`config.mk`:
```
export PLATFORM = sky130hd
export DESIGN_NAME = axi_demux_top
export DESIGN_NICKNAME = d
export VERILOG_FILES = /design/src/logic/demux_pkg.sv /design/src/logic/id_tracker.sv /design/src/logic/resp_arbiter.sv /design/src/logic/write_router.sv /design/src/logic/read_router.sv /design/src/logic/axi_demux_top.sv
export SDC_FILE = /design/constraint.sdc
export NUM_CORES = 1
export LEC_CHECK = 0
export ABC_AREA = 1
export BUFFER_PORTS_ARGS = -buffer_cell sky130_fd_sc_hd__buf_2
export CORE_AREA = 2 2 263 265
export CTS_CLUSTER_DIAMETER = 60
export DETAILED_ROUTE_END_ITERATION = 10
export DIE_AREA = 0 0 265 267
export PLACE_DENSITY = 0.36
export SYNTH_ARGS = -nofsm -noshare
export SYNTH_HDL_FRONTEND = slang
export SYNTH_SLANG_ARGS = --single-unit
```
`constraint.sdc`:
```
create_clock -name clk_i -period 9.2 [get_ports clk_i]
set_clock_uncertainty 0.1 [all_clocks]
set_input_delay 1.84 -clock clk_i [delete_from_list [all_inputs] [get_ports clk_i]]
set_output_delay 1.84 -clock clk_i [all_outputs]
set_load 0.03 [all_outputs]
```
`src/logic/demux_pkg.sv`:
```
`default_nettype none

package demux_pkg;

  // --------------------
  // sizes
  // --------------------
  // downstream ports
  localparam int unsigned NUM_PORTS  = 4;
  localparam int unsigned ID_WIDTH   = 4;
  // trackers only look at the low id bits
  localparam int unsigned LOOK_BITS  = 2;
  localparam int unsigned NUM_IDS    = 2 ** LOOK_BITS;
  // in-flight counter, full at all ones
  localparam int unsigned CNT_WIDTH  = 3;
  localparam int unsigned ADDR_WIDTH = 16;
  localparam int unsigned DATA_WIDTH = 32;
  localparam int unsigned LEN_WIDTH  = 4;
  localparam int unsigned SEL_WIDTH  = 2;

  typedef logic [SEL_WIDTH-1:0] port_sel_t;
  typedef logic [ID_WIDTH-1:0]  id_t;

  // --------------------
  // channel payloads
  // --------------------
  typedef struct packed {
    id_t                   id;
    logic [ADDR_WIDTH-1:0] addr;
    logic [LEN_WIDTH-1:0]  len;
  } aw_chan_t;

  typedef struct packed {
    id_t                   id;
    logic [ADDR_WIDTH-1:0] addr;
    logic [LEN_WIDTH-1:0]  len;
  } ar_chan_t;

  typedef struct packed {
    logic [DATA_WIDTH-1:0] data;
    logic                  last;
  } w_chan_t;

  // upper resp bits carry the port tag in the bench
  typedef struct packed {
    id_t        id;
    logic [1:0] resp;
  } b_chan_t;

  typedef struct packed {
    id_t                   id;
    logic [DATA_WIDTH-1:0] data;
    logic [1:0]            resp;
    logic                  last;
  } r_chan_t;

  // --------------------
  // bundles
  // --------------------
  // upstream to downstream direction
  typedef struct packed {
    aw_chan_t aw;
    logic     aw_valid;
    w_chan_t  w;
    logic     w_valid;
    logic     b_ready;
    ar_chan_t ar;
    logic     ar_valid;
    logic     r_ready;
  } req_t;

  // downstream to upstream direction
  typedef struct packed {
    logic    aw_ready;
    logic    w_ready;
    logic    ar_ready;
    b_chan_t b;
    logic    b_valid;
    r_chan_t r;
    logic    r_valid;
  } resp_t;

  // idle: free to decide, held: offered and waiting for ready
  typedef enum logic {
    ROUTE_IDLE,
    ROUTE_HELD
  } route_state_e;

endpackage

`default_nettype wire

```
`src/logic/id_tracker.sv`:
```
`timescale 1ns/1ns
`default_nettype none

module id_tracker (
  input  logic                             clk_i,
  input  logic                             arst_n_i,
  // lookup
  input  logic [demux_pkg::LOOK_BITS-1:0]  lookup_id_i,
  output demux_pkg::port_sel_t             lookup_sel_o,
  output logic                             lookup_busy_o,
  output logic                             full_o,
  // push on a new transaction
  input  logic [demux_pkg::LOOK_BITS-1:0]  push_id_i,
  input  demux_pkg::port_sel_t             push_sel_i,
  input  logic                             push_i,
  // pop on the closing response
  input  logic [demux_pkg::LOOK_BITS-1:0]  pop_id_i,
  input  logic                             pop_i
);

  import demux_pkg::*;

  // one in-flight counter per low id value
  logic [NUM_IDS-1:0][CNT_WIDTH-1:0] cnt_q;
  // port that the id is bound to while its counter is nonzero
  port_sel_t [NUM_IDS-1:0]           sel_q;

  logic [NUM_IDS-1:0] push_hit;
  logic [NUM_IDS-1:0] pop_hit;
  logic [NUM_IDS-1:0] cnt_full;

  // --------------------
  // decode
  // --------------------
  always_comb begin
    for (int i = 0; i < NUM_IDS; i++) begin
      push_hit[i] = push_i && (push_id_i == LOOK_BITS'(i));
      pop_hit[i]  = pop_i && (pop_id_i == LOOK_BITS'(i));
      cnt_full[i] = &cnt_q[i];
    end
  end

  // --------------------
  // counters
  // --------------------
  always_ff @(posedge clk_i or negedge arst_n_i) begin
    if (!arst_n_i) begin
      cnt_q <= '0;
    end else begin
      for (int i = 0; i < NUM_IDS; i++) begin
        // push and pop on the same id leave the count alone
        if (push_hit[i] && !pop_hit[i]) begin
          cnt_q[i] <= cnt_q[i] + 1'b1;
        end else if (pop_hit[i] && !push_hit[i]) begin
          cnt_q[i] <= cnt_q[i] - 1'b1;
        end
      end
    end
  end

  // destination only matters while busy
  always_ff @(posedge clk_i) begin
    if (push_i) begin
      sel_q[push_id_i] <= push_sel_i;
    end
  end

  // --------------------
  // lookup
  // --------------------
  assign lookup_sel_o  = sel_q[lookup_id_i];
  assign lookup_busy_o = |cnt_q[lookup_id_i];
  // any full counter blocks new requests
  assign full_o        = |cnt_full;

endmodule

`default_nettype wire

```
`src/logic/resp_arbiter.sv`:
```
`timescale 1ns/1ns
`default_nettype none

module resp_arbiter #(
  parameter type payload_t = logic
) (
  input  logic                                clk_i,
  input  logic                                arst_n_i,
  input  payload_t [demux_pkg::NUM_PORTS-1:0] in_i,
  input  logic [demux_pkg::NUM_PORTS-1:0]     in_valid_i,
  output logic [demux_pkg::NUM_PORTS-1:0]     in_ready_o,
  output payload_t                            out_o,
  output logic                                out_valid_o,
  input  logic                                out_ready_i
);

  import demux_pkg::*;

  // round-robin start point
  port_sel_t ptr_q;
  // lock-in of an offered but stalled grant
  logic      lock_q;
  port_sel_t lock_idx_q;

  port_sel_t pick;
  port_sel_t cand;
  port_sel_t grant;
  logic      found;

  // --------------------
  // selection
  // --------------------
  // first valid input at or after the pointer
  always_comb begin
    pick  = ptr_q;
    found = 1'b0;
    for (int k = 0; k < NUM_PORTS; k++) begin
      cand = port_sel_t'((int'(ptr_q) + k) % NUM_PORTS);
      if (!found && in_valid_i[cand]) begin
        pick  = cand;
        found = 1'b1;
      end
    end
  end

  // a stalled grant stays put so the output never changes under valid
  assign grant       = lock_q ? lock_idx_q : pick;
  assign out_o       = in_i[grant];
  assign out_valid_o = in_valid_i[grant];

  always_comb begin
    in_ready_o        = '0;
    in_ready_o[grant] = out_ready_i;
  end

  // --------------------
  // state
  // --------------------
  always_ff @(posedge clk_i or negedge arst_n_i) begin
    if (!arst_n_i) begin
      ptr_q      <= '0;
      lock_q     <= 1'b0;
      lock_idx_q <= '0;
    end else if (out_valid_o && out_ready_i) begin
      // move past the winner
      ptr_q  <= port_sel_t'((int'(grant) + 1) % NUM_PORTS);
      lock_q <= 1'b0;
    end else if (out_valid_o) begin
      lock_q     <= 1'b1;
      lock_idx_q <= grant;
    end
  end

endmodule

`default_nettype wire

```
`src/logic/write_router.sv`:
```
`timescale 1ns/1ns
`default_nettype none

module write_router (
  input  logic                                         clk_i,
  input  logic                                         arst_n_i,
  // upstream
  input  demux_pkg::aw_chan_t                          aw_i,
  input  demux_pkg::port_sel_t                         aw_sel_i,
  input  logic                                         aw_valid_i,
  output logic                                         aw_ready_o,
  input  demux_pkg::w_chan_t                           w_i,
  input  logic                                         w_valid_i,
  output logic                                         w_ready_o,
  output demux_pkg::b_chan_t                           b_o,
  output logic                                         b_valid_o,
  input  logic                                         b_ready_i,
  // downstream handshakes
  output logic [demux_pkg::NUM_PORTS-1:0]              mst_aw_valid_o,
  input  logic [demux_pkg::NUM_PORTS-1:0]              mst_aw_ready_i,
  output logic [demux_pkg::NUM_PORTS-1:0]              mst_w_valid_o,
  input  logic [demux_pkg::NUM_PORTS-1:0]              mst_w_ready_i,
  input  demux_pkg::b_chan_t [demux_pkg::NUM_PORTS-1:0] mst_b_i,
  input  logic [demux_pkg::NUM_PORTS-1:0]              mst_b_valid_i,
  output logic [demux_pkg::NUM_PORTS-1:0]              mst_b_ready_o
);

  import demux_pkg::*;

  route_state_e state_q, state_d;

  // id tracker
  port_sel_t trk_sel;
  logic      trk_busy;
  logic      trk_full;

  // open W bursts, all bound for w_sel_q
  logic [CNT_WIDTH-1:0] w_open_q;
  port_sel_t            w_sel_q;
  port_sel_t            w_sel;
  logic                 w_sel_valid;
  logic                 w_cnt_up;
  logic                 w_cnt_down;

  logic gate_open;
  logic aw_valid_int;

  // --------------------
  // AW control
  // --------------------
  // same id stays on one port, W data must not cross ports
  assign gate_open = aw_valid_i && !trk_full && (w_open_q != '1) &&
                     ((w_open_q == '0) || (w_sel_q == aw_sel_i)) &&
                     (!trk_busy || (trk_sel == aw_sel_i));

  always_comb begin
    state_d      = state_q;
    aw_valid_int = 1'b0;
    w_cnt_up     = 1'b0;
    case (state_q)
      ROUTE_HELD: begin
        // decision already pushed, just wait
        aw_valid_int = 1'b1;
        if (mst_aw_ready_i[aw_sel_i]) begin
          state_d = ROUTE_IDLE;
        end
      end
      default: begin
        if (gate_open) begin
          aw_valid_int = 1'b1;
          // W may follow before the AW is taken
          w_cnt_up     = 1'b1;
          if (!mst_aw_ready_i[aw_sel_i]) begin
            state_d = ROUTE_HELD;
          end
        end
      end
    endcase
  end

  assign aw_ready_o = aw_valid_int && mst_aw_ready_i[aw_sel_i];

  always_ff @(posedge clk_i or negedge arst_n_i) begin
    if (!arst_n_i) begin
      state_q <= ROUTE_IDLE;
    end else begin
      state_q <= state_d;
    end
  end

  // --------------------
  // W steering
  // --------------------
  assign w_sel       = (w_open_q != '0) ? w_sel_q : aw_sel_i;
  assign w_sel_valid = w_cnt_up || (w_open_q != '0);
  assign w_ready_o   = w_sel_valid && mst_w_ready_i[w_sel];
  // a last beat closes the oldest burst
  assign w_cnt_down  = w_valid_i && w_ready_o && w_i.last;

  always_ff @(posedge clk_i or negedge arst_n_i) begin
    if (!arst_n_i) begin
      w_open_q <= '0;
    end else if (w_cnt_up && !w_cnt_down) begin
      w_open_q <= w_open_q + 1'b1;
    end else if (w_cnt_down && !w_cnt_up) begin
      w_open_q <= w_open_q - 1'b1;
    end
  end

  always_ff @(posedge clk_i) begin
    if (w_cnt_up) begin
      w_sel_q <= aw_sel_i;
    end
  end

  // one-hot valids toward the ports
  always_comb begin
    for (int p = 0; p < NUM_PORTS; p++) begin
      mst_aw_valid_o[p] = aw_valid_int && (aw_sel_i == port_sel_t'(p));
      mst_w_valid_o[p]  = w_valid_i && w_sel_valid && (w_sel == port_sel_t'(p));
    end
  end

  // --------------------
  // tracking and B merge
  // --------------------
  id_tracker u_aw_tracker (
    .clk_i         (clk_i),
    .arst_n_i      (arst_n_i),
    .lookup_id_i   (aw_i.id[LOOK_BITS-1:0]),
    .lookup_sel_o  (trk_sel),
    .lookup_busy_o (trk_busy),
    .full_o        (trk_full),
    .push_id_i     (aw_i.id[LOOK_BITS-1:0]),
    .push_sel_i    (aw_sel_i),
    .push_i        (aw_ready_o),
    .pop_id_i      (b_o.id[LOOK_BITS-1:0]),
    .pop_i         (b_valid_o && b_ready_i)
  );

  resp_arbiter #(
    .payload_t (b_chan_t)
  ) u_b_arb (
    .clk_i       (clk_i),
    .arst_n_i    (arst_n_i),
    .in_i        (mst_b_i),
    .in_valid_i  (mst_b_valid_i),
    .in_ready_o  (mst_b_ready_o),
    .out_o       (b_o),
    .out_valid_o (b_valid_o),
    .out_ready_i (b_ready_i)
  );

endmodule

`default_nettype wire

```
`src/logic/read_router.sv`:
```
`timescale 1ns/1ns
`default_nettype none

module read_router (
  input  logic                                          clk_i,
  input  logic                                          arst_n_i,
  // upstream
  input  demux_pkg::ar_chan_t                           ar_i,
  input  demux_pkg::port_sel_t                          ar_sel_i,
  input  logic                                          ar_valid_i,
  output logic                                          ar_ready_o,
  output demux_pkg::r_chan_t                            r_o,
  output logic                                          r_valid_o,
  input  logic                                          r_ready_i,
  // downstream handshakes
  output logic [demux_pkg::NUM_PORTS-1:0]               mst_ar_valid_o,
  input  logic [demux_pkg::NUM_PORTS-1:0]               mst_ar_ready_i,
  input  demux_pkg::r_chan_t [demux_pkg::NUM_PORTS-1:0] mst_r_i,
  input  logic [demux_pkg::NUM_PORTS-1:0]               mst_r_valid_i,
  output logic [demux_pkg::NUM_PORTS-1:0]               mst_r_ready_o
);

  import demux_pkg::*;

  route_state_e state_q, state_d;

  port_sel_t trk_sel;
  logic      trk_busy;
  logic      trk_full;
  logic      ar_valid_int;

  // --------------------
  // AR control
  // --------------------
  always_comb begin
    state_d      = state_q;
    ar_valid_int = 1'b0;
    case (state_q)
      ROUTE_HELD: begin
        ar_valid_int = 1'b1;
        if (mst_ar_ready_i[ar_sel_i]) begin
          state_d = ROUTE_IDLE;
        end
      end
      default: begin
        // id idle or already on this port
        if (ar_valid_i && !trk_full && (!trk_busy || (trk_sel == ar_sel_i))) begin
          ar_valid_int = 1'b1;
          if (!mst_ar_ready_i[ar_sel_i]) begin
            state_d = ROUTE_HELD;
          end
        end
      end
    endcase
  end

  assign ar_ready_o = ar_valid_int && mst_ar_ready_i[ar_sel_i];

  always_ff @(posedge clk_i or negedge arst_n_i) begin
    if (!arst_n_i) begin
      state_q <= ROUTE_IDLE;
    end else begin
      state_q <= state_d;
    end
  end

  always_comb begin
    for (int p = 0; p < NUM_PORTS; p++) begin
      mst_ar_valid_o[p] = ar_valid_int && (ar_sel_i == port_sel_t'(p));
    end
  end

  // --------------------
  // tracking and R merge
  // --------------------
  // counter drops only on the last beat of a burst
  id_tracker u_ar_tracker (
    .clk_i         (clk_i),
    .arst_n_i      (arst_n_i),
    .lookup_id_i   (ar_i.id[LOOK_BITS-1:0]),
    .lookup_sel_o  (trk_sel),
    .lookup_busy_o (trk_busy),
    .full_o        (trk_full),
    .push_id_i     (ar_i.id[LOOK_BITS-1:0]),
    .push_sel_i    (ar_sel_i),
    .push_i        (ar_ready_o),
    .pop_id_i      (r_o.id[LOOK_BITS-1:0]),
    .pop_i         (r_valid_o && r_ready_i && r_o.last)
  );

  resp_arbiter #(
    .payload_t (r_chan_t)
  ) u_r_arb (
    .clk_i       (clk_i),
    .arst_n_i    (arst_n_i),
    .in_i        (mst_r_i),
    .in_valid_i  (mst_r_valid_i),
    .in_ready_o  (mst_r_ready_o),
    .out_o       (r_o),
    .out_valid_o (r_valid_o),
    .out_ready_i (r_ready_i)
  );

endmodule

`default_nettype wire

```
`src/logic/axi_demux_top.sv`:
```
`timescale 1ns/1ns
`default_nettype none

module axi_demux_top (
  input  logic                                        clk_i,
  input  logic                                        arst_n_i,
  // upstream port with its routing selects
  input  demux_pkg::req_t                             slv_req_i,
  input  demux_pkg::port_sel_t                        slv_aw_sel_i,
  input  demux_pkg::port_sel_t                        slv_ar_sel_i,
  output demux_pkg::resp_t                            slv_resp_o,
  // downstream ports
  output demux_pkg::req_t  [demux_pkg::NUM_PORTS-1:0] mst_req_o,
  input  demux_pkg::resp_t [demux_pkg::NUM_PORTS-1:0] mst_resp_i
);

  import demux_pkg::*;

  // per-port handshakes, unpacked from and packed into the structs
  logic    [NUM_PORTS-1:0] aw_valid, aw_ready;
  logic    [NUM_PORTS-1:0] w_valid, w_ready;
  logic    [NUM_PORTS-1:0] b_valid, b_ready;
  logic    [NUM_PORTS-1:0] ar_valid, ar_ready;
  logic    [NUM_PORTS-1:0] r_valid, r_ready;
  b_chan_t [NUM_PORTS-1:0] b_chans;
  r_chan_t [NUM_PORTS-1:0] r_chans;

  // --------------------
  // port structs
  // --------------------
  always_comb begin
    for (int p = 0; p < NUM_PORTS; p++) begin
      aw_ready[p] = mst_resp_i[p].aw_ready;
      w_ready[p]  = mst_resp_i[p].w_ready;
      ar_ready[p] = mst_resp_i[p].ar_ready;
      b_valid[p]  = mst_resp_i[p].b_valid;
      b_chans[p]  = mst_resp_i[p].b;
      r_valid[p]  = mst_resp_i[p].r_valid;
      r_chans[p]  = mst_resp_i[p].r;
      // payloads go everywhere, only the valids select
      mst_req_o[p].aw       = slv_req_i.aw;
      mst_req_o[p].aw_valid = aw_valid[p];
      mst_req_o[p].w        = slv_req_i.w;
      mst_req_o[p].w_valid  = w_valid[p];
      mst_req_o[p].b_ready  = b_ready[p];
      mst_req_o[p].ar       = slv_req_i.ar;
      mst_req_o[p].ar_valid = ar_valid[p];
      mst_req_o[p].r_ready  = r_ready[p];
    end
  end

  // --------------------
  // routers
  // --------------------
  write_router u_write_router (
    .clk_i          (clk_i),
    .arst_n_i       (arst_n_i),
    .aw_i           (slv_req_i.aw),
    .aw_sel_i       (slv_aw_sel_i),
    .aw_valid_i     (slv_req_i.aw_valid),
    .aw_ready_o     (slv_resp_o.aw_ready),
    .w_i            (slv_req_i.w),
    .w_valid_i      (slv_req_i.w_valid),
    .w_ready_o      (slv_resp_o.w_ready),
    .b_o            (slv_resp_o.b),
    .b_valid_o      (slv_resp_o.b_valid),
    .b_ready_i      (slv_req_i.b_ready),
    .mst_aw_valid_o (aw_valid),
    .mst_aw_ready_i (aw_ready),
    .mst_w_valid_o  (w_valid),
    .mst_w_ready_i  (w_ready),
    .mst_b_i        (b_chans),
    .mst_b_valid_i  (b_valid),
    .mst_b_ready_o  (b_ready)
  );

  read_router u_read_router (
    .clk_i          (clk_i),
    .arst_n_i       (arst_n_i),
    .ar_i           (slv_req_i.ar),
    .ar_sel_i       (slv_ar_sel_i),
    .ar_valid_i     (slv_req_i.ar_valid),
    .ar_ready_o     (slv_resp_o.ar_ready),
    .r_o            (slv_resp_o.r),
    .r_valid_o      (slv_resp_o.r_valid),
    .r_ready_i      (slv_req_i.r_ready),
    .mst_ar_valid_o (ar_valid),
    .mst_ar_ready_i (ar_ready),
    .mst_r_i        (r_chans),
    .mst_r_valid_i  (r_valid),
    .mst_r_ready_o  (r_ready)
  );

endmodule

`default_nettype wire

```
* Word level (Yosys, flattened, before mapping)
Index checks and enable logic that the tools add are counted.
Cells by class: $add $sub $neg 26, order comparisons 19, equal/unequal tests 25, mux-type cells 96, bitwise gates (word level) 4, reduce and logical (&&, ||, !) cells 137
Operators with widths (count):
- binary-select mux 39 bit (select 2 bit) | 1
- logical AND 1 bit | 71
- 2-to-1 mux 3 bit | 20
- < comparator 2 x 3 -> 1 bit (second input constant) | 15
- 2-to-1 mux 39 bit | 1
- 2-to-1 mux 1 bit | 36
- equality test 2 bit (second input constant) | 14
- logical NOT 1 bit | 28
- adder 3 x 1 -> 3 bit (second input constant) | 9
- subtractor 3 x 1 -> 3 bit (second input constant) | 9
- binary-select mux 1 bit (select 2 bit) | 13
- 2-to-1 mux 2 bit | 13
- AND reduction 3 bit | 8
- nonzero test 2 bit | 11
- bitwise mux 8 bit | 2
- equality test 2 x 1 -> 1 bit (second input constant) | 7
- logical NOT 2 bit | 7
- binary-select mux 3 bit (select 2 bit) | 2
- binary-select mux 6 bit (select 2 bit) | 1
- adder 2 x 1 -> 2 bit (second input constant) | 4
- adder 2 bit (second input constant) | 4
- bitwise AND 4 bit | 2
- binary-select mux 2 bit (select 2 bit) | 2
- demux 2 bit (select 2 bit) | 2
- 12 further kinds | 25
Word-level totals: bits in registers 57, output and inout port bits 394

* Logic depth before layout (Yosys ltp)
Gate-level depths: netlist of run 1.
depth in word-level cells 21, mapped depth 26, depth with buffers taken out 24

* Hierarchy
A second synthesis of run 1 with hierarchy kept.
Second synthesis, totals: cells, all modules 1224, area, all modules 8345.5 sq um
By module, submodules not included:
- axi_demux_top | instances 1, cells each 324, area each 2432.3 sq um, sequential area each 0.0 sq um
- id_tracker | instances 2, cells each 133, area each 1139.8 sq um, sequential area each 540.5 sq um
- resp_arbiter (u_read_router.u_r_arb) | instances 1, cells each 350, area each 1958.1 sq um, sequential area each 125.1 sq um
- resp_arbiter (u_write_router.u_b_arb) | instances 1, cells each 157, area each 860.8 sq um, sequential area each 125.1 sq um
- write_router | instances 1, cells each 93, area each 630.6 sq um, sequential area each 160.2 sq um
- read_router | instances 1, cells each 34, area each 183.9 sq um, sequential area each 25.0 sq um

* Worst setup path before layout of run 1
Ideal clock, no wire load.
kind in2out, from input port mst_resp_i[150] (netlist bit), to output port mst_req_o[258] (netlist bit), data arrival time 3.591 ns, path slack 3.669 ns, cell stages on the path 15, cell sequence inv_1 > nand2_1 > nand2_1 > nand2_1 > nand2_1 > nand2_2 > inv_2 > nand2_2 > nand2_2 > nand3_4 > nand2_4 > inv_2 > buf_6 > buf_4 > nor3_1
RTL lines:
- from (decl) | RTL line axi_demux_top.sv:14 | input demux_pkg::resp_t [demux_pkg::NUM_PORTS-1:0] mst_resp_i
- to (decl) | RTL line axi_demux_top.sv:13 | output demux_pkg::req_t [demux_pkg::NUM_PORTS-1:0] mst_req_o,

==> metrics.yaml, run 1 <==
path_class: "input pin to output port"
period_minus_slack_ps: 6520
vias_per_cell: 3.48
rr_startpoint: "u_read_router.u_r_arb.ptr_q[0]"
vdd_drop_max_v: 0.000149
startpoint: "mst_resp_i[150]"
antenna_found_initial: 19
grt.busiest_layer: "met2"
htreeDepth: 3
worst-endpoint-arrival_ps: 4580
slew_headroom: 0.282
cts_resized: 0
use_met3: 0.0570
synthCells: 1126
grt_use_met1: 0.124
netlist_top_cells_area: "buf_4 (32%), nand2_1 (14%), dfrtp_1 (12%), edfxtp_1 (6.8%), nand3_1 (5.9%)"
die_area_mm2: 0.0708
switching_share: 0.656
portBuffers: 305
track_usage: 0.117
num_vias: 6882
synthArstFlopShare: 0.684
hold_violations: 0
sequentialPowerShare: 0.120
r2r-end: "u_read_router.u_ar_tracker.cnt_q[8]"
numCtsBuffers: 9
drv_cap: 0
ys_types: 45
min_path_type: "flip-flop to flip-flop"
reg2reg_depth: 23
die_w_um: 265
fillers: 7994
clock.fmax_mhz: 153
p_per_area_mw_per_mm2: 474
synth_top_area_frac: 0.317
power_frac_comb: 0.792
synth_fp_nets: 1440
ys_seq_area_frac: 0.192
clkPwrFrac: 0.088
coreArea_mm2: 0.0680
first_pass_iters: 4
grt_pass1_wl_um: 57700
avgSynthCellArea_um2: 7.02
cts_sinks: 57
cts_hold_buf: 0
worst_pin_slew_ps: 1080
final_common_cell: "buf_2"
cts_tree: "built"
synth_top_cell_by_area: "buf_4"
fin_tns_setup_ps: 0
hold_ws_ps: 363
hpwlAfterDp_um: 37800
layout-drive-gt1-share: 0.349
post_cts_buffers: 0
drtIter0Drc: 239
overflow: 0
yosys_warnings: 0
final_cell_mix: "buf_2 (305), nand2_1 (294), nand3_1 (93)"
std_cell_rows: 96
die_y_um: 267
initial_utilization: 0.116
rrSetupSlack_ps: 4990
period_share: 0.709
place_area_mm2: 0.00787
cp-start-kind: "input pin"
switching_power_mw: 2.54
nNetsFinal: 1402
path_clk_slew_ps: 50
grt_use_met2: 0.203
grt_max_degree: 47
globalplace.congestion: 0.768
wl_per_cell_um: 21.7
areaGrowthSynthToFinish_pct: 3.35
intPower_mw: 1.33
routed_wl_um: 42800
stdcell_area_mm2: 0.00818
setup_viol: 0
synth_edf_count: 18
crit_path_end_kind: "output port"
status: "finished, final reports clean"
num_io_pins: 686
rsz0062_at_grt: "false"
final_antenna_net_count: 0
first_global_vias: 7103
cp.required_ps: 7260
p_leak_nw: 3.90
drc: 0
cts_root_buf: "clkbuf_16"
cts_buffer_depth: 2
clk-insertion-delay-late_ps: 340
syn-cell-area_mm2: 0.00791
ys.flop_type: "dfrtp_1"
slew_viol_final: 0
path_max_fanout: 46
synth-seq-cells: 57
crit_end: "slv_resp_o[13]"
## power groups by stage
stage | clock [mW] | sequential [mW] | combinational [mW]
finish | 0.341 | 0.464 | 3.07
global route | 0.364 | 0.484 | 3.40
CTS | 0.357 | 0.466 | 3.21
detailed placement | 0 | 0.470 | 3.20
global placement | 0 | 0.467 | 3.19
floorplan | 0 | 0.428 | 2.34
## cells by family (layout without fill, tap and decap cells)
kind of cell	count (synthesis)	after routing	synth area share
xor gates and xnor gates	24	24	0.0266
and+or+nand+nor	529	529	0.308
adders and majority gates	22	22	0.0433
buffers and inverters	428	395	0.374
other	0	3	0
muxes	7	7	0.00997
DFF	57	57	0.192
AOI/OAI and AO/OA	59	59	0.0465
## synthesized netlist by cell type (7+ instances only)
cell and count:
fa_1 9, inv_1 60, buf_2 8, dfrtp_1 39, nand2_2 17, xor2_1 7, nor3_1 12, nand2_1 294
inv_2 10, buf_6 10, nor2_1 41, nand4_1 45, a21oi_1 15, edfxtp_1 18, nand3_1 93, ha_1 13
o21ai_0 20, mux2_2 7, xnor2_1 17, buf_4 334
## cell type report
| class | instances | area [µm²] | share of cell area |
|---|---|---|---|
| Tap cell | 882 | 1100 | 0.135 |
| Clock buffer | 11 | 243 | 0.0297 |
| Clock inverter | 5 | 56.3 | 0.00689 |
| Sequential cell | 57 | 1520 | 0.185 |
| Timing Repair Buffer | 307 | 1540 | 0.189 |
| Antenna cell | 3 | 7.51 | 0.000918 |
| Multi-Input combinational cell | 641 | 3430 | 0.420 |
| Inverter | 72 | 273 | 0.0334 |
## routing by layer
metal  vias up  share of wire
met4        14          0.032
li1       3224              -
met5         -         0.0038
met1      3049           0.37
met2       519           0.48
met3        76           0.11
## sequential cells by signal, summed over array words and instances, names as in the netlist
| register | flops |
|---|---|
| u_write_router.u_aw_tracker.sel_q | 8 |
| u_write_router.u_b_arb.lock_q | 1 |
| u_write_router.u_aw_tracker.cnt_q | 12 |
| u_write_router.u_b_arb.ptr_q | 2 |
| u_read_router.state_q | 1 |
| u_write_router.w_sel_q | 2 |
| u_write_router.w_open_q | 3 |
| u_write_router.u_b_arb.lock_idx_q | 2 |
| u_read_router.u_ar_tracker.sel_q | 8 |
| u_write_router.state_q | 1 |
| u_read_router.u_r_arb.lock_idx_q | 2 |
| u_read_router.u_ar_tracker.cnt_q | 12 |
| u_read_router.u_r_arb.lock_q | 1 |
| u_read_router.u_r_arb.ptr_q | 2 |
## how the worst min path moves through the flow
stage,from,to,slack [ps],cells after the start
5_1_grt,u_write_router.u_b_arb.lock_idx_q[0],u_write_router.u_b_arb.lock_idx_q[0],420,2
3_3_place_gp,u_write_router.u_b_arb.lock_idx_q[0],u_write_router.u_b_arb.lock_idx_q[0],350,2
6_report,u_write_router.u_b_arb.lock_idx_q[0],u_write_router.u_b_arb.lock_idx_q[0],360,2
2_1_floorplan,u_write_router.u_b_arb.lock_idx_q[0],u_write_router.u_b_arb.lock_idx_q[0],330,2
3_5_place_dp,u_write_router.u_b_arb.lock_idx_q[0],u_write_router.u_b_arb.lock_idx_q[0],350,2
4_1_cts,u_write_router.u_b_arb.lock_idx_q[0],u_write_router.u_b_arb.lock_idx_q[0],370,2
## stage by stage
stage | total power, mW | setup WS (ps) | instances | utilization
4_1_cts | 4.03 | 2560 | 1975 | 0.120
6_report | 3.87 | 2680 | 1978 | 0.120
5_1_grt | 4.25 | 2380 | 1977 | 0.120
3_3_place_gp | 3.66 | 2530 | 1959 | 0.116
2_1_floorplan | 2.77 | 3670 | 1126 | -
3_5_place_dp | 3.67 | 2570 | 1959 | 0.116
## critical path: stages
cell     delay (ps)
buf_2           110
nand2_1          90
nand3_1         110
nand2_2         140
nand3_2         100
nand2_1          90
nand2_1          40
nand2_1          70
nand2_1         100
nand2_2         110
nand2_4         330
nor2_8          650
nand2_1         270
nand4_1         230
buf_2           240
Power figures use the tool's default switching activity.
==> run 2, diff against run 1 <==
--- a/config.mk
+++ b/config.mk
@@ -11,7 +11,7 @@
 export CTS_CLUSTER_DIAMETER = 60
 export DETAILED_ROUTE_END_ITERATION = 10
 export DIE_AREA = 0 0 265 267
-export PLACE_DENSITY = 0.36
+export PLACE_DENSITY = 0.37
 export SYNTH_ARGS = -nofsm -noshare
 export SYNTH_HDL_FRONTEND = slang
 export SYNTH_SLANG_ARGS = --single-unit
==> constraint.sdc (replaced) <==
create_clock -name clk_i -period 5.9 [get_ports clk_i]
set_clock_uncertainty 0.1 [all_clocks]
set_input_delay 1.18 -clock clk_i [delete_from_list [all_inputs] [get_ports clk_i]]
set_output_delay 1.18 -clock clk_i [all_outputs]
set_load 0.03 [all_outputs]
==> metrics.yaml, run 2 (synthesis results as in run 1) <==
status: "finished, final reports clean"
clkPwrFrac: 0.099  # +0.011
worst-endpoint-arrival_ps: 3610  # -970 ps
final_cell_mix: "buf_2 (305), nand2_1 (294), nand3_1 (93)"
areaGrowthSynthToFinish_pct: 4.95
drv_cap: 0  # unchanged
final_antenna_net_count: 0  # unchanged
min_to: "u_write_router.u_b_arb.lock_idx_q[0]"
htreeDepth: 3  # unchanged
layout-drive-gt1-share: 0.354  # +0.00532
crit_slowest_cell: "buf_2"
stdcell_area_mm2: 0.00830  # +1.5%
period_share: 0.829
path_clk_slew_ps: 50  # about the same
drtIter0Drc: 301  # +26%
antenna_found_initial: 19  # unchanged
coreArea_mm2: 0.0680  # unchanged
hold-path-cell-count: 2  # unchanged
rsz0062_at_grt: "false"
die_area_mm2: 0.0708  # unchanged
overflow: 0  # unchanged
period_minus_slack_ps: 4890
vdd_drop_max_v: 0.000399  # +170%
drc: 0  # unchanged
initial_utilization: 0.116  # unchanged
cts_root_buf: "clkbuf_16"
fin_tns_setup_ps: 0  # unchanged
die_w_um: 265  # unchanged
hold_violations: 0  # unchanged
portBuffers: 305  # unchanged
track_usage: 0.113  # -0.00421
post_cts_buffers: 0  # unchanged
intPower_mw: 2.25  # +69%
first_global_vias: 7124  # +0.30%
hpwlAfterDp_um: 36900  # -2.4%
fin_cells: 1987  # +0.46%
cp.required_ps: 4620  # -2640 ps
place_area_mm2: 0.00795  # +1.0%
placed_cells: 1968  # +0.46%
worst_pin_slew_ps: 1020  # -53.7 ps
slew_viol_final: 0  # unchanged
p_per_area_mw_per_mm2: 741  # +56%
numCtsBuffers: 9  # unchanged
min_path_type: "flip-flop to flip-flop"
grt_pass1_wl_um: 55800  # -3.3%
cts_sinks: 57  # unchanged
cp-start-kind: "input pin"
clk-insertion-delay-late_ps: 340  # about the same
cts_hold_buf: 0  # unchanged
cts_resized: 0  # unchanged
path_class: "input pin to output port"
first_pass_iters: 5  # +1
worst_path_most_repeated_cell: "nand2_1"
grt_max_degree: 40  # -15%
crit_path_max_incr_delay_ps: 310  # -340 ps
cts_tree: "built"
vias_per_cell: 3.51  # +0.88%
sequentialPowerShare: 0.118  # -0.002
power_frac_comb: 0.783  # -0.009
setup_viol: 0  # unchanged
slew_headroom: 0.317  # +0.0358
num_io_pins: 686  # unchanged
std_cell_rows: 96  # unchanged
cts_buffer_depth: 2  # unchanged
switching_share: 0.635  # -0.0212
crit_path_cell_trace: "buf_2 -> inv_1 -> nand2_1 -> nand2_1 -> nand2_1 -> nand2_1 -> nand2_2 -> inv_2 -> nand2_2 -> nand2_2 -> nand3_4 -> nand2_4 -> nand3_1 -> inv_2 -> buf_4 -> buf_4 -> nand2_1 -> nand4_1 -> buf_2"
globalplace.congestion: 0.832  # +8.4%
path_max_fanout: 17  # -63%
rrSetupSlack_ps: 1800  # -3190 ps
wl_per_cell_um: 20.9  # -3.6%
reg2reg_depth: 22  # -4.3%
nNetsFinal: 1411  # +0.64%
clock.fmax_mhz: 204
hp-start: "u_write_router.u_b_arb.lock_idx_q[0]"
die_y_um: 267  # unchanged
final_common_cell: "buf_2"
largestRegisters: "u_read_router.u_ar_tracker.cnt_q (12), u_write_router.u_aw_tracker.cnt_q (12)"
num_vias: 6974  # +1.3%
r2r-end: "u_read_router.u_ar_tracker.cnt_q[2]"
p_leak_nw: 3.97  # +1.7%
rr_startpoint: "u_read_router.u_r_arb.ptr_q[0]"
crit_path_end_kind: "output port"
routed_wl_um: 41500  # -3.2%
switching_power_mw: 3.90  # +54%
-- run 2: cell type report --
cell class	instances	area [µm²]
timing repair buffer	316	1620
sequential	57	1520
antenna	3	7.51
inverter	72	273
clock buffer	11	243
tap	882	1100
clock inverter	5	103
fill	7960	59700
multi-input combinational	641	3430
-- run 2: power by group through the flow --
stage               clock network [mW]  logic [mW]  registers (mW)
CTS                              0.639        4.96           0.726
global route                     0.651        5.27           0.757
finish                           0.611        4.82           0.724
global placement                     0        4.92           0.727
floorplan                            0        3.65           0.667
detailed placement                   0        4.95           0.733
-- run 2: metal layers --
metal / global-route usage / part of all wire / up-vias / wire [µm]
li1: - / - / 3246 / -
met1: 0.114 / 0.35 / 3095 / 14500
met2: 0.202 / 0.50 / 569 / 20600
met3: 0.0537 / 0.11 / 56 / 4480
met4: 0.0440 / 0.046 / 8 / 1910
met5: 0 / 0.0011 / - / 47
-- run 2: worst max-delay path by stage --
stage,to,slack (ps),from
floorplan,mst_req_o[258],1690,mst_resp_i[150]
global placement,slv_resp_o[18],880,mst_resp_i[100]
detailed placement,slv_resp_o[18],870,mst_resp_i[100]
CTS,slv_resp_o[18],860,mst_resp_i[100]
global route,slv_resp_o[5],700,mst_resp_i[150]
finish,slv_resp_o[5],1010,mst_resp_i[100]
-- run 2: worst max-delay path, delay by kind of cell --
kind / cells / cell delay (ps)
buf+inv: 7 / 1180
simple gates: 12 / 1220
-- run 2: metrics by stage --
stage               power (mW)  utilization  worst slack, ps  hold WS, ps
detailed placement        5.69        0.117              865          364
floorplan                 4.32            -             1690          334
CTS                       6.33        0.122              859          378
global placement          5.65        0.117              875          354
global route              6.68        0.122              701          420
finish                    6.15        0.122             1010          372
